===== src/chirp_params.svh =====
// **********************************************************
// Chirp generator widths and sizes
// Shared by the package and every RTL block
// **********************************************************
`ifndef CHIRP_PARAMS_SVH
`define CHIRP_PARAMS_SVH

// Wishbone word address and data widths
`define CHIRP_AW 4
`define CHIRP_DW 32

// Number of decoded register words
`define CHIRP_NREGS 8

// Burst duration and strobe divider counters
`define CHIRP_CW 32

// Envelope amplitude, unsigned
`define CHIRP_AMPW 16

// Frequency word and phase accumulator
`define CHIRP_FW 24
`define CHIRP_PW 24

// Signed output sample
`define CHIRP_SW 16

`endif


===== src/chirp_pkg.sv =====
// **********************************************************
// Chirp generator shared types
// Register map, CTRL word layout and STATUS bit positions
// **********************************************************
`include "chirp_params.svh"

package chirp_pkg;

	// Word addresses on the Wishbone port
	typedef enum logic [`CHIRP_AW-1:0] {
		CTRL       = 0,
		STATUS     = 1,
		DURATION   = 2,
		AMP_SLOPE  = 3,
		AMP_MAX    = 4,
		FREQ_START = 5,
		FREQ_STEP  = 6,
		RATE       = 7
	} reg_addr_t;

	// CTRL word, both bits act as strobes
	typedef struct packed {
		logic [`CHIRP_DW-3:0] reserved;
		logic                 clear_flags;
		logic                 start;
	} ctrl_t;

	// STATUS word bit positions
	localparam int STAT_BUSY    = 0;
	localparam int STAT_ERROR   = 1;
	localparam int STAT_WARNING = 2;

endpackage


===== src/chirp_cfg_if.sv =====
// **********************************************************
// Chirp burst configuration bundle
// Settings and start out of the registers, status back in
// **********************************************************
`timescale 1ns/1ps
`include "chirp_params.svh"

interface chirp_cfg_if;

	// Programmed burst settings
	logic [`CHIRP_CW-1:0]   duration;
	logic [`CHIRP_AMPW-1:0] amp_slope;
	logic [`CHIRP_AMPW-1:0] amp_max;
	logic [`CHIRP_FW-1:0]   freq_start;
	logic [`CHIRP_FW-1:0]   freq_step;
	logic [`CHIRP_CW-1:0]   rate;
	// One-cycle start pulse
	logic start;
	// Returned by the envelope
	logic busy;
	logic error;
	logic warning;

	modport regs (output duration, amp_slope, amp_max, freq_start, freq_step, rate, start,
		input busy, error, warning);
	modport env (input duration, amp_slope, amp_max, start, output busy, error, warning);
	modport sweep (input freq_start, freq_step, rate, start, busy);
	modport shaper (input amp_max, busy);

endinterface


===== src/chirp_wb_regs.sv =====
// **********************************************************
// Chirp register block on a Wishbone classic slave
// Settings, start pulse and sticky status flags
// **********************************************************
`timescale 1ns/1ps
`include "chirp_params.svh"

module chirp_wb_regs (
	input  logic                 clk,
	input  logic                 reset,
	input  logic                 wb_cyc,
	input  logic                 wb_stb,
	input  logic                 wb_we,
	input  logic [`CHIRP_AW-1:0] wb_adr,
	input  logic [`CHIRP_DW-1:0] wb_dat_w,
	output logic                 wb_ack,
	output logic [`CHIRP_DW-1:0] wb_dat_r,
	chirp_cfg_if.regs            cfg
);

	chirp_pkg::reg_addr_t addr;
	chirp_pkg::ctrl_t     ctrl_w;
	logic                 access;
	logic                 wr;
	logic                 in_range;
	logic                 clear;
	logic                 err_sticky;
	logic                 warn_sticky;
	logic [`CHIRP_DW-1:0] status_word;
	logic [`CHIRP_DW-1:0] rd_data;

	// New request, one ack per cyc/stb
	assign access   = wb_cyc & wb_stb & ~wb_ack;
	assign wr       = access & wb_we;
	assign addr     = chirp_pkg::reg_addr_t'(wb_adr);
	assign in_range = wb_adr < `CHIRP_NREGS;
	assign ctrl_w   = chirp_pkg::ctrl_t'(wb_dat_w);
	assign clear    = wr & (addr == chirp_pkg::CTRL) & ctrl_w.clear_flags;

	// Ack for exactly one cycle, never stalls
	always_ff @(posedge clk) begin
		if (reset)
			wb_ack <= 1'b0;
		else
			wb_ack <= access;
	end

	// Start pulse follows an acked CTRL write with bit 0 set
	always_ff @(posedge clk) begin
		if (reset)
			cfg.start <= 1'b0;
		else
			cfg.start <= wr & (addr == chirp_pkg::CTRL) & ctrl_w.start;
	end

	// Settings registers, whole-word writes
	always_ff @(posedge clk) begin
		if (reset) begin
			cfg.duration   <= '0;
			cfg.amp_slope  <= '0;
			cfg.amp_max    <= '0;
			cfg.freq_start <= '0;
			cfg.freq_step  <= '0;
			cfg.rate       <= '0;
		end else if (wr & in_range) begin
			case (addr)
				chirp_pkg::DURATION:   cfg.duration   <= wb_dat_w[`CHIRP_CW-1:0];
				chirp_pkg::AMP_SLOPE:  cfg.amp_slope  <= wb_dat_w[`CHIRP_AMPW-1:0];
				chirp_pkg::AMP_MAX:    cfg.amp_max    <= wb_dat_w[`CHIRP_AMPW-1:0];
				chirp_pkg::FREQ_START: cfg.freq_start <= wb_dat_w[`CHIRP_FW-1:0];
				chirp_pkg::FREQ_STEP:  cfg.freq_step  <= wb_dat_w[`CHIRP_FW-1:0];
				chirp_pkg::RATE:       cfg.rate       <= wb_dat_w[`CHIRP_CW-1:0];
				// CTRL holds strobes only, STATUS is read-only
				default: ;
			endcase
		end
	end

	// Error and warning stick until clear_flags
	always_ff @(posedge clk) begin
		if (reset) begin
			err_sticky  <= 1'b0;
			warn_sticky <= 1'b0;
		end else begin
			err_sticky  <= (err_sticky & ~clear) | cfg.error;
			warn_sticky <= (warn_sticky & ~clear) | cfg.warning;
		end
	end

	// busy is live, not sticky
	always_comb begin
		status_word = '0;
		status_word[chirp_pkg::STAT_BUSY]    = cfg.busy;
		status_word[chirp_pkg::STAT_ERROR]   = err_sticky;
		status_word[chirp_pkg::STAT_WARNING] = warn_sticky;
	end

	// Read mux, unmapped words read zero
	always_comb begin
		rd_data = '0;
		if (in_range) begin
			case (addr)
				chirp_pkg::STATUS:     rd_data = status_word;
				chirp_pkg::DURATION:   rd_data = cfg.duration;
				chirp_pkg::AMP_SLOPE:  rd_data = {{(`CHIRP_DW-`CHIRP_AMPW){1'b0}}, cfg.amp_slope};
				chirp_pkg::AMP_MAX:    rd_data = {{(`CHIRP_DW-`CHIRP_AMPW){1'b0}}, cfg.amp_max};
				chirp_pkg::FREQ_START: rd_data = {{(`CHIRP_DW-`CHIRP_FW){1'b0}}, cfg.freq_start};
				chirp_pkg::FREQ_STEP:  rd_data = {{(`CHIRP_DW-`CHIRP_FW){1'b0}}, cfg.freq_step};
				chirp_pkg::RATE:       rd_data = cfg.rate;
				default:               rd_data = '0;
			endcase
		end
	end

	// Read data captured on the ack edge
	always_ff @(posedge clk) begin
		if (access & ~wb_we)
			wb_dat_r <= rd_data;
	end

endmodule


===== src/chirp_envelope.sv =====
// **********************************************************
// Chirp amplitude envelope with ramped edges
// Rise to a ceiling, hold, then fall back to zero in time
// **********************************************************
`timescale 1ns/1ps
`include "chirp_params.svh"

module chirp_envelope (
	input  logic                   clk,
	input  logic                   reset,
	input  logic                   gate,
	chirp_cfg_if.env               cfg,
	output logic [`CHIRP_AMPW-1:0] amp,
	output logic                   gate_d
);

	logic                   arm_d;
	logic                   pulse_on;
	logic [`CHIRP_CW-1:0]   counter;
	logic [`CHIRP_CW-1:0]   rise_cnt;
	logic [`CHIRP_CW-1:0]   rise_t;
	logic [`CHIRP_AMPW:0]   amp_step;
	logic [`CHIRP_AMPW-1:0] amp_flat;
	logic                   railed;

	// Rail is the ceiling while on, zero while falling
	assign amp_flat = pulse_on ? cfg.amp_max : '0;
	// Overshoot going up, borrow going down
	assign railed = pulse_on ? (amp_step >= {1'b0, cfg.amp_max}) : amp_step[`CHIRP_AMPW];

	// Add/subtract one cycle ahead of the gate
	// Needs a non-gate cycle between gates
	always_ff @(posedge clk) begin
		amp_step <= pulse_on ? {1'b0, amp} + {1'b0, cfg.amp_slope}
			: {1'b0, amp} - {1'b0, cfg.amp_slope};
	end

	// Burst control, duration counter and busy
	always_ff @(posedge clk) begin
		if (reset) begin
			arm_d    <= 1'b0;
			pulse_on <= 1'b0;
			counter  <= '0;
			cfg.busy <= 1'b0;
		end else begin
			arm_d <= cfg.start;
			if (cfg.start) begin
				counter  <= cfg.duration;
				pulse_on <= 1'b0;
				cfg.busy <= 1'b1;
			end else begin
				// Pulse on one cycle after the start edge
				if (arm_d)
					pulse_on <= 1'b1;
				// Fall early by the measured rise time
				else if (gate & pulse_on & (counter <= rise_t))
					pulse_on <= 1'b0;
				if (gate & (counter != '0))
					counter <= counter - 1'b1;
				// Done once count and amplitude are both spent
				if (~arm_d & ~pulse_on & (counter == '0) & (amp == '0))
					cfg.busy <= 1'b0;
			end
		end
	end

	// Amplitude moves on gate cycles only
	always_ff @(posedge clk) begin
		if (reset | cfg.start)
			amp <= '0;
		else if (gate)
			amp <= railed ? amp_flat : amp_step[`CHIRP_AMPW-1:0];
	end

	// Rise time in strobes, plus two for margin
	always_ff @(posedge clk) begin
		if (reset | cfg.start) begin
			rise_cnt <= '0;
			rise_t   <= '0;
		end else if (pulse_on & gate) begin
			if (!railed)
				rise_cnt <= rise_cnt + 1'b1;
			else
				rise_t <= rise_cnt + 2;
		end
	end

	// Back-to-back gates break the step pipeline
	// Restart with amplitude still up is a warning
	always_ff @(posedge clk) begin
		if (reset) begin
			gate_d      <= 1'b0;
			cfg.error   <= 1'b0;
			cfg.warning <= 1'b0;
		end else begin
			gate_d      <= gate;
			cfg.error   <= gate & gate_d;
			cfg.warning <= cfg.start & (amp != '0);
		end
	end

endmodule


===== src/chirp_sweep.sv =====
// **********************************************************
// Chirp sweep, strobe divider and linear frequency ramp
// Accumulates phase once per strobe
// **********************************************************
`timescale 1ns/1ps
`include "chirp_params.svh"

module chirp_sweep (
	input  logic                 clk,
	input  logic                 reset,
	chirp_cfg_if.sweep           cfg,
	output logic                 gate,
	output logic [`CHIRP_FW-1:0] freq,
	output logic [`CHIRP_PW-1:0] phase
);

	logic [`CHIRP_CW-1:0] div_cnt;
	logic [`CHIRP_CW-1:0] reload;
	logic                 first;
	logic [`CHIRP_FW-1:0] freq_next;

	// Period of RATE clocks, 0 and 1 both give every clock
	assign reload = (cfg.rate > 1) ? cfg.rate - 1'b1 : '0;

	// Strobe divider, restarted by start
	always_ff @(posedge clk) begin
		if (reset) begin
			div_cnt <= '0;
			gate    <= 1'b0;
		end else if (cfg.start) begin
			div_cnt <= reload;
			gate    <= 1'b0;
		end else if (cfg.busy) begin
			if (div_cnt == '0) begin
				div_cnt <= reload;
				gate    <= 1'b1;
			end else begin
				div_cnt <= div_cnt - 1'b1;
				gate    <= 1'b0;
			end
		end else begin
			gate <= 1'b0;
		end
	end

	// First strobe loads FREQ_START, later ones step it
	// Step is two's complement, wraps modulo the word width
	assign freq_next = first ? cfg.freq_start : freq + cfg.freq_step;

	always_ff @(posedge clk) begin
		if (reset) begin
			first <= 1'b0;
			freq  <= '0;
			phase <= '0;
		end else if (cfg.start) begin
			first <= 1'b1;
			phase <= '0;
		end else if (gate) begin
			first <= 1'b0;
			freq  <= freq_next;
			// Phase advances by the new frequency word
			phase <= phase + `CHIRP_PW'(freq_next);
		end
	end

endmodule


===== src/chirp_shaper.sv =====
// **********************************************************
// Chirp waveform shaper
// Parabolic sine from the phase, scaled by the envelope
// **********************************************************
`timescale 1ns/1ps
`include "chirp_params.svh"

module chirp_shaper (
	input  logic                          clk,
	input  logic                          reset,
	input  logic                          gate_d,
	input  logic [`CHIRP_PW-1:0]          phase,
	input  logic [`CHIRP_AMPW-1:0]        amp,
	output logic signed [`CHIRP_SW-1:0]   sample,
	output logic                          sample_valid
);

	localparam int MW = `CHIRP_SW - 1;

	logic [`CHIRP_SW-1:0]        x;
	logic [`CHIRP_SW-1:0]        x_inv;
	logic [2*`CHIRP_SW-1:0]      para;
	logic [MW-1:0]               mag1;
	logic                        neg1;
	logic [`CHIRP_AMPW-1:0]      amp1;
	logic                        valid1;
	logic [MW+`CHIRP_AMPW-1:0]   prod;
	logic [MW-1:0]               mag2;

	// Position within the half wave
	// The MSB gives the sign
	assign x = phase[`CHIRP_PW-2 -: `CHIRP_SW];
	// ~x stands in for 1-x in x*(1-x)
	assign x_inv = ~x;
	assign para  = x * x_inv;

	// Stage one keeps four times the parabola, which peaks at 1/4
	always_ff @(posedge clk) begin
		mag1 <= para[2*`CHIRP_SW-3 -: MW];
		neg1 <= phase[`CHIRP_PW-1];
		amp1 <= amp;
	end

	// Stage two scales by the amplitude
	assign prod = mag1 * amp1;
	assign mag2 = prod[MW+`CHIRP_AMPW-1 -: MW];

	always_ff @(posedge clk) begin
		if (reset) begin
			valid1       <= 1'b0;
			sample_valid <= 1'b0;
			sample       <= '0;
		end else begin
			// Every stage advances each cycle
			// so strobes on adjacent cycles both pass through
			valid1       <= gate_d;
			sample_valid <= valid1;
			if (valid1) begin
				// Negative half of the wave
				if (neg1)
					sample <= -$signed({1'b0, mag2});
				else
					sample <= $signed({1'b0, mag2});
			end
		end
	end

endmodule


===== src/chirp_gen.sv =====
// **********************************************************
// Linear chirp burst generator, top level
// Wishbone registers, sweep, envelope and shaper
// **********************************************************
`timescale 1ns/1ps
`include "chirp_params.svh"

module chirp_gen (
	input  logic                          clk,
	input  logic                          reset,
	input  logic                          wb_cyc,
	input  logic                          wb_stb,
	input  logic                          wb_we,
	input  logic [`CHIRP_AW-1:0]          wb_adr,
	input  logic [`CHIRP_DW-1:0]          wb_dat_w,
	output logic                          wb_ack,
	output logic [`CHIRP_DW-1:0]          wb_dat_r,
	output logic [`CHIRP_FW-1:0]          freq,
	output logic [`CHIRP_AMPW-1:0]        amp,
	output logic signed [`CHIRP_SW-1:0]   sample,
	output logic                          sample_valid,
	output logic                          busy
);

	// Strobe and its copy aligned with the new amplitude
	logic                 gate;
	logic                 gate_d;
	logic [`CHIRP_PW-1:0] phase;

	chirp_cfg_if cfg_if ();

	chirp_wb_regs regs_i (
		.clk      (clk),
		.reset    (reset),
		.wb_cyc   (wb_cyc),
		.wb_stb   (wb_stb),
		.wb_we    (wb_we),
		.wb_adr   (wb_adr),
		.wb_dat_w (wb_dat_w),
		.wb_ack   (wb_ack),
		.wb_dat_r (wb_dat_r),
		.cfg      (cfg_if.regs)
	);

	chirp_sweep sweep_i (
		.clk   (clk),
		.reset (reset),
		.cfg   (cfg_if.sweep),
		.gate  (gate),
		.freq  (freq),
		.phase (phase)
	);

	chirp_envelope env_i (
		.clk    (clk),
		.reset  (reset),
		.gate   (gate),
		.cfg    (cfg_if.env),
		.amp    (amp),
		.gate_d (gate_d)
	);

	chirp_shaper shaper_i (
		.clk          (clk),
		.reset        (reset),
		.gate_d       (gate_d),
		.phase        (phase),
		.amp          (amp),
		.sample       (sample),
		.sample_valid (sample_valid)
	);

	// Burst in progress, straight from the envelope
	assign busy = cfg_if.busy;

endmodule


===== config.mk =====
export PLATFORM = sky130hd
export DESIGN_NAME = chirp_gen
export DESIGN_NICKNAME = d
export VERILOG_FILES = /design/src/chirp_pkg.sv /design/src/chirp_cfg_if.sv /design/src/chirp_wb_regs.sv /design/src/chirp_envelope.sv /design/src/chirp_sweep.sv /design/src/chirp_shaper.sv /design/src/chirp_gen.sv
export VERILOG_INCLUDE_DIRS = /design/src
export SDC_FILE = /design/constraint.sdc
export NUM_CORES = 2
export LEC_CHECK = 0
export BUFFER_PORTS_ARGS = -buffer_cell sky130_fd_sc_hd__buf_2
export CAP_MARGIN = 40
export CORE_MARGIN = 4
export CORE_UTILIZATION = 55
export CTS_BUF_LIST = sky130_fd_sc_hd__clkbuf_16
export DETAILED_ROUTE_END_ITERATION = 6
export GPL_TIMING_DRIVEN = 0
export MAX_ROUTING_LAYER = met4
export PLACE_DENSITY = 0.75
export SYNTH_ARGS = -nofsm -noshare
export SYNTH_HDL_FRONTEND = slang
export SYNTH_SLANG_ARGS = --single-unit

===== constraint.sdc =====
create_clock -name clk -period 6.5 [get_ports clk]
set_clock_uncertainty 0.05 [all_clocks]
set_input_delay 0.65 -clock clk [delete_from_list [all_inputs] [get_ports clk]]
set_output_delay 0.65 -clock clk [all_outputs]
set_load 0.02 [all_outputs]

# --- Word-level counts from Yosys, hierarchy flattened ---
# Index checks and enable logic that the tools add are counted.
word_totals:
  elab_cells: 128
  output_inout_bits: 91
  inputBits: 41
  reg_bits: 447
op_classes:
  reduce_logical: 22
  multipliers: 2
  mux: 20
  n_lt_le_gt_ge: 4
  n_eq_ne: 7
  bitwise_logic: 30
  n_addsub: 10
ops:
  columns: ["op", "n"]
  rows:
  - ["$pmux 32 s7", 1]
  - ["$mux 32", 6]
  - ["$sub 32x1->32 const B", 3]
  - ["$logic_not 32->1", 2]
  - ["$add 24x24->24", 2]
  - ["$mux 16", 3]
  - ["$add 32x1->32 const B", 1]
  - ["$add 32x2->32 const B", 1]
  - ["$gt 32x1->1 const B", 1]
  - ["$le 32x32->1", 1]
  - ["$reduce_bool 32->1", 1]
  - ["$mul 15x16->31", 1]
  - ["$mul 16x16->30", 1]
  - ["$mux 24", 1]
  - ["$and 1x1->1", 18]
  - ["$reduce_and 2->1", 9]
  - ["$add 16x16->17", 1]
  - ["$ge 17x16->1", 1]
  - ["$mux 17", 1]
  - ["$sub 16x16->17", 1]
  - ["$eq 4x3->1 const B", 4]
  - ["$logic_not 16->1", 1]
  - ["$neg 15->16", 1]
  - ["$not 16->16", 1]
  - ["other kinds (11)", 32]

# --- Logic depth before layout (Yosys ltp) ---
depth:
  ltp_word: 8
  ltp_mapped: 28
  ltp_nobuf: 26

# --- Modules after synthesis ---
# Synthesis repeated with hierarchy kept, for this count alone.
unflattened:
  hier_cells: 4568
  hier_area_um2: 40468.8
by_module_without_submodules:
  columns: ["mod", "n_inst", "cells_each", "area_each_um2", "seq_area_each_um2"]
  rows:
  - ["chirp_shaper", 1, 1896, 16846.2, 1001.0]
  - ["chirp_envelope", 1, 1094, 8933.6, 2702.6]
  - ["chirp_wb_regs", 1, 720, 8080.2, 3923.8]
  - ["chirp_sweep", 1, 858, 6608.8, 1641.6]

# --- Worst setup path after synthesis ---
# Ideal clock, no wire load.
synth_timing:
  kind: "register to register"
  start: "register shaper_i.mag1[6]"
  end: "register shaper_i.sample[11]"
  stages_incl_launch_ff: 24
  slack_ps: -382
  period_less_slack_ps: 6882
  setup_ps: 86
  required_time_ps: 6364
  arrival_ps: 6746
  cell_sequence: "dfxtp_1 -> clkbuf_1 -> nand2_1 -> fa_1 -> inv_1 -> fa_1 -> fa_1 -> fa_1 -> fa_1 -> inv_1 -> fa_1 -> inv_1 -> ha_1 -> a211oi_1 -> o21bai_1 -> o211a_1 -> or2_2 -> and4_1 -> o41ai_1 -> nor2b_1 -> a31o_2 -> and3_1 -> xnor2_1 -> a211oi_1"
synth_via:
  elab_chain_len: 3
synth_rtl:
  columns: ["item", "line_no", "source"]
  rows:
  - ["from (decl)", "chirp_shaper.sv:23", "logic [MW-1:0] mag1;"]
  - ["from (signal assigned)", "chirp_shaper.sv:39", "mag1 <= para[2*`CHIRP_SW-3 -: MW];"]
  - ["$mul 15x16->31 (*)", "chirp_shaper.sv:45", "assign prod = mag1 * amp1;"]
  - ["$neg 15->16", "chirp_shaper.sv:61", "sample <= -$signed({1'b0, mag2});"]
  - ["$mux 16 (*)", "chirp_shaper.sv:60", "if (neg1)"]
  - ["to (signal assigned)", "chirp_shaper.sv:61", null]
  - ["to (signal assigned)", "chirp_shaper.sv:63", "sample <= $signed({1'b0, mag2});"]
  - ["to (decl)", "chirp_shaper.sv:14", "output logic signed [`CHIRP_SW-1:0] sample,"]
# Mark *: on every way between the ends. The rest lies on a longest branch, timed or not.
# A chain may end at the register's enable or synchronous reset.

# --- Final worst setup path ---
layout_timing:
  start: "register shaper_i.mag1[11]"
  end: "register shaper_i.sample[14]"
# The elaborated chain is that of the path after synthesis.

==> qor.csv <==
metric,value,unit
outcome,"complete, but fails checks",
violations,"DRC, setup timing",
period_share,1.06,
hold_buffers,0,
rsz0062_at_grt,true,
crit_type,reg2reg,
place_hpwl,94700,µm
ant_nets,0,
die_area,73600,µm²
worst_hold_slack,0.224,ns
fmax,0.145,GHz
place_area,40400,µm²
r2r_start,shaper_i.mag1[11],
worstSetupStartpoint,shaper_i.mag1[11],
syn_inst,4559,
yosys_warnings,0,
cp-start-kind,flop,
power_density,134,nW/µm²
fin_ws,-0.390,ns
cts-root-buf,clkbuf_16,
antenna_found_initial,8,
switchingPower,1.45,mW
switching_share,0.246,
p_leak,20.0,nW
h-tree-depth,2,
p_int,4.46,mW
vias_per_cell,5.83,
synth-main-ff-cell,dfxtp_1,
synth.avg_cell_area,8.36,µm²
vdd_drop_max,0.240,mV
hold_class,in2reg,
vias,33950,
grt_max_degree,26,
route.detailed.drc,8,
async_flop_share,0,
clkLatencyLatePin,0.62,ns
crit_end,shaper_i.sample[14],
reg2reg_depth,24,
die_x,271,µm
grt_pass1_wl,187000,µm
routabilityCongestion,1.02,
slew_headroom,0.353,
start_util,0.555,
place_ws,-1.32,ns
worstMarginPinSlew,0.971,ns
end_kind,flop,
r2r-end,shaper_i.sample[14],
grt_pass1_vias,33148,
finalHoldViolations,0,
boundaryPins,132,
first_pass_iters,7,
regToRegSetupSlack,-0.39,ns
clk_path_buf_depth,3,
maxSlewViolCount,0,
cts_tree,done,
ys_ff_latch,447,
p_seq_frac,0.470,
drive_gt1_frac,0.128,
synth_edf_count,32,
syn_area,38100,µm²
overflow,0,
setup_viol,10,
fp.dieH,271,µm
drv_cap,0,
cts_sinks,447,
numCtsBuffers,49,
drt_iter0_drc,3371,
finish.instance_area,44200,µm²
port_buffers,131,
period_needed,6.89,ns
crit_arrival,7.32,ns
final_nets,5575,
synth_cell_types,89,
min_path_cells,3,
wire_per_inst,21.0,µm
yosysSeqAreaShare,0.243,
area_growth,15.9,%
syn_nets,5287,
cp_max_fo,6,
rows,96,
worstPathRequired,6.93,ns
clk_pin_slew,0.06,ns
grt_usage,0.330,
pwr-share-clk,0.486,
power_frac_comb,0.044,
core,68700,µm²
routed_wl,122000,µm
## state kept, by name, indices dropped and copies added (netlist names), 15 cells and up
signal                 flops
env_i.counter             32
env_i.rise_cnt            32
env_i.rise_t              32
regs_i.cfg.duration       32
regs_i.cfg.rate           32
regs_i.wb_dat_r           32
sweep_i.div_cnt           32
regs_i.cfg.freq_start     24
regs_i.cfg.freq_step      24
sweep_i.freq              24
sweep_i.phase             24
env_i.amp_step            17
env_i.amp                 16
regs_i.cfg.amp_max        16
regs_i.cfg.amp_slope      16
shaper_i.amp1             16
shaper_i.sample           16
shaper_i.mag1             15
## per-stage QoR
| step | utilization | total power, mW | setup TNS (ns) | instances |
|---|---|---|---|---|
| 3_3_place_gp | 0.586 | 3.10 | -12.20 | 5621 |
| 2_1_floorplan | - | 2.99 | 0 | 4559 |
| 6_report | 0.643 | 5.91 | -1.48 | 5823 |
| 4_1_cts | 0.626 | 5.93 | -1.51 | 5756 |
| 3_5_place_dp | 0.587 | 3.10 | -13.10 | 5627 |
| 5_1_grt | 0.643 | 6.06 | -3.97 | 5823 |
## kinds of logic after synthesis
| logic type | synth area share |
|---|---|
| xor gates and xnor gates | 0.0496 |
| muxes | 0.00919 |
| DFF | 0.243 |
| buffers and inverters | 0.0744 |
| AOI/OAI and AO/OA | 0.132 |
| adders and majority gates | 0.295 |
| and+or+nand+nor | 0.196 |
## worst max-delay path: stages (launching register included)
cell	delay [ns]
dfxtp_4	0.40
clkbuf_16	0.16
nand2_4	0.04
fa_1	0.52
inv_1	0.05
fa_1	0.49
fa_1	0.52
fa_1	0.52
fa_1	0.55
inv_1	0.05
fa_1	0.49
inv_2	0.05
ha_4	0.20
buf_6	0.13
a21oi_4	0.16
o21ai_4	0.11
a211o_1	0.30
o31a_1	0.34
a311oi_2	0.28
o21bai_1	0.15
xor2_1	0.20
or3_4	0.44
o31ai_4	0.19
xnor2_1	0.11
a22o_1	0.25
## cell usage in the layout (no fill, tap or decap), drive strengths merged, types with 36 or more instances in the layout
cell,Yosys,final
nor3,89,89
a21o,51,51
nor2,428,428
buf,22,288
ha,331,331
nor4,36,36
nand3,56,56
xor2,97,97
xnor2,119,119
fa,356,356
and2,150,150
a21oi,306,306
dfxtp,415,415
inv,510,528
a22oi,71,71
nand2,684,684
a211oi,73,73
clkbuf,203,223
o21ai,121,121
## cell type report
type | count | area [µm²]
fill | 5774 | 24500
sequential | 447 | 9400
timing repair buffer | 240 | 1560
clock buffer | 50 | 1250
multi-input combinational | 3368 | 27000
tap | 931 | 1160
clock inverter | 41 | 398
inverter | 519 | 1990
buffer | 222 | 1450
antenna | 5 | 12.5
## cell usage after synthesis (all sizes together), types with 9 or more instances
master	n	area, µm²
edfxtp	32	961
or2	14	92.6
ha	331	4140
nor2	428	1620
a21o	51	383
inv	510	1910
and3	30	188
o21bai	13	97.6
xor2	97	850
nor3	89	462
nand3	56	280
or4	13	101
dfxtp	415	8310
o21a	23	173
nand4	33	206
o211ai	10	75.1
nand2b	27	171
xnor2	119	1040
a22o	35	307
or3	22	153
nor2b	27	169
a211oi	73	548
and2	150	938
mux2i	26	260
clkbuf	203	762
o22ai	15	93.8
a21oi	306	1530
nor4	36	272
a2111oi	9	91.3
nand2	684	2570
o21ai	121	609
buf	22	128
clkinv	9	33.8
a22oi	71	533
fa	356	7130
## power by group through the flow
stage               Sequential (mW)  Combinational [mW]  Clock [mW]
detailed placement             2.85               0.250           0
global route                   2.78               0.272        3.01
finish                         2.78               0.258        2.87
CTS                            2.79               0.251        2.89
global placement               2.85               0.244           0
floorplan                      2.86               0.132           0
## worst min path at each step
stage,slack (ns),to,from
4_1_cts,0.21,regs_i.cfg.rate[29],wb_dat_w[29]
5_1_grt,0.22,regs_i.cfg.rate[29],wb_dat_w[29]
3_3_place_gp,0.37,shaper_i.amp1[12],env_i.amp[12]
2_1_floorplan,0.28,shaper_i.neg1,sweep_i.phase[23]
6_report,0.22,regs_i.cfg.rate[29],wb_dat_w[29]
3_5_place_dp,0.38,shaper_i.amp1[12],env_i.amp[12]
## metal layers
layer | routed length [µm] | GRT usage
met5 | 0 | -
met3 | 9160 | 0.0445
met1 | 48800 | 0.417
met4 | 7910 | 0.161
met2 | 56100 | 0.526
## what timing repair did
action,CTS,global route
setup endpoints to repair,27,21
resized for setup,201,225
setup buffers,39,63
gates cloned,0,2
pin swaps,46,80
(Power assumes the default switching activity.)
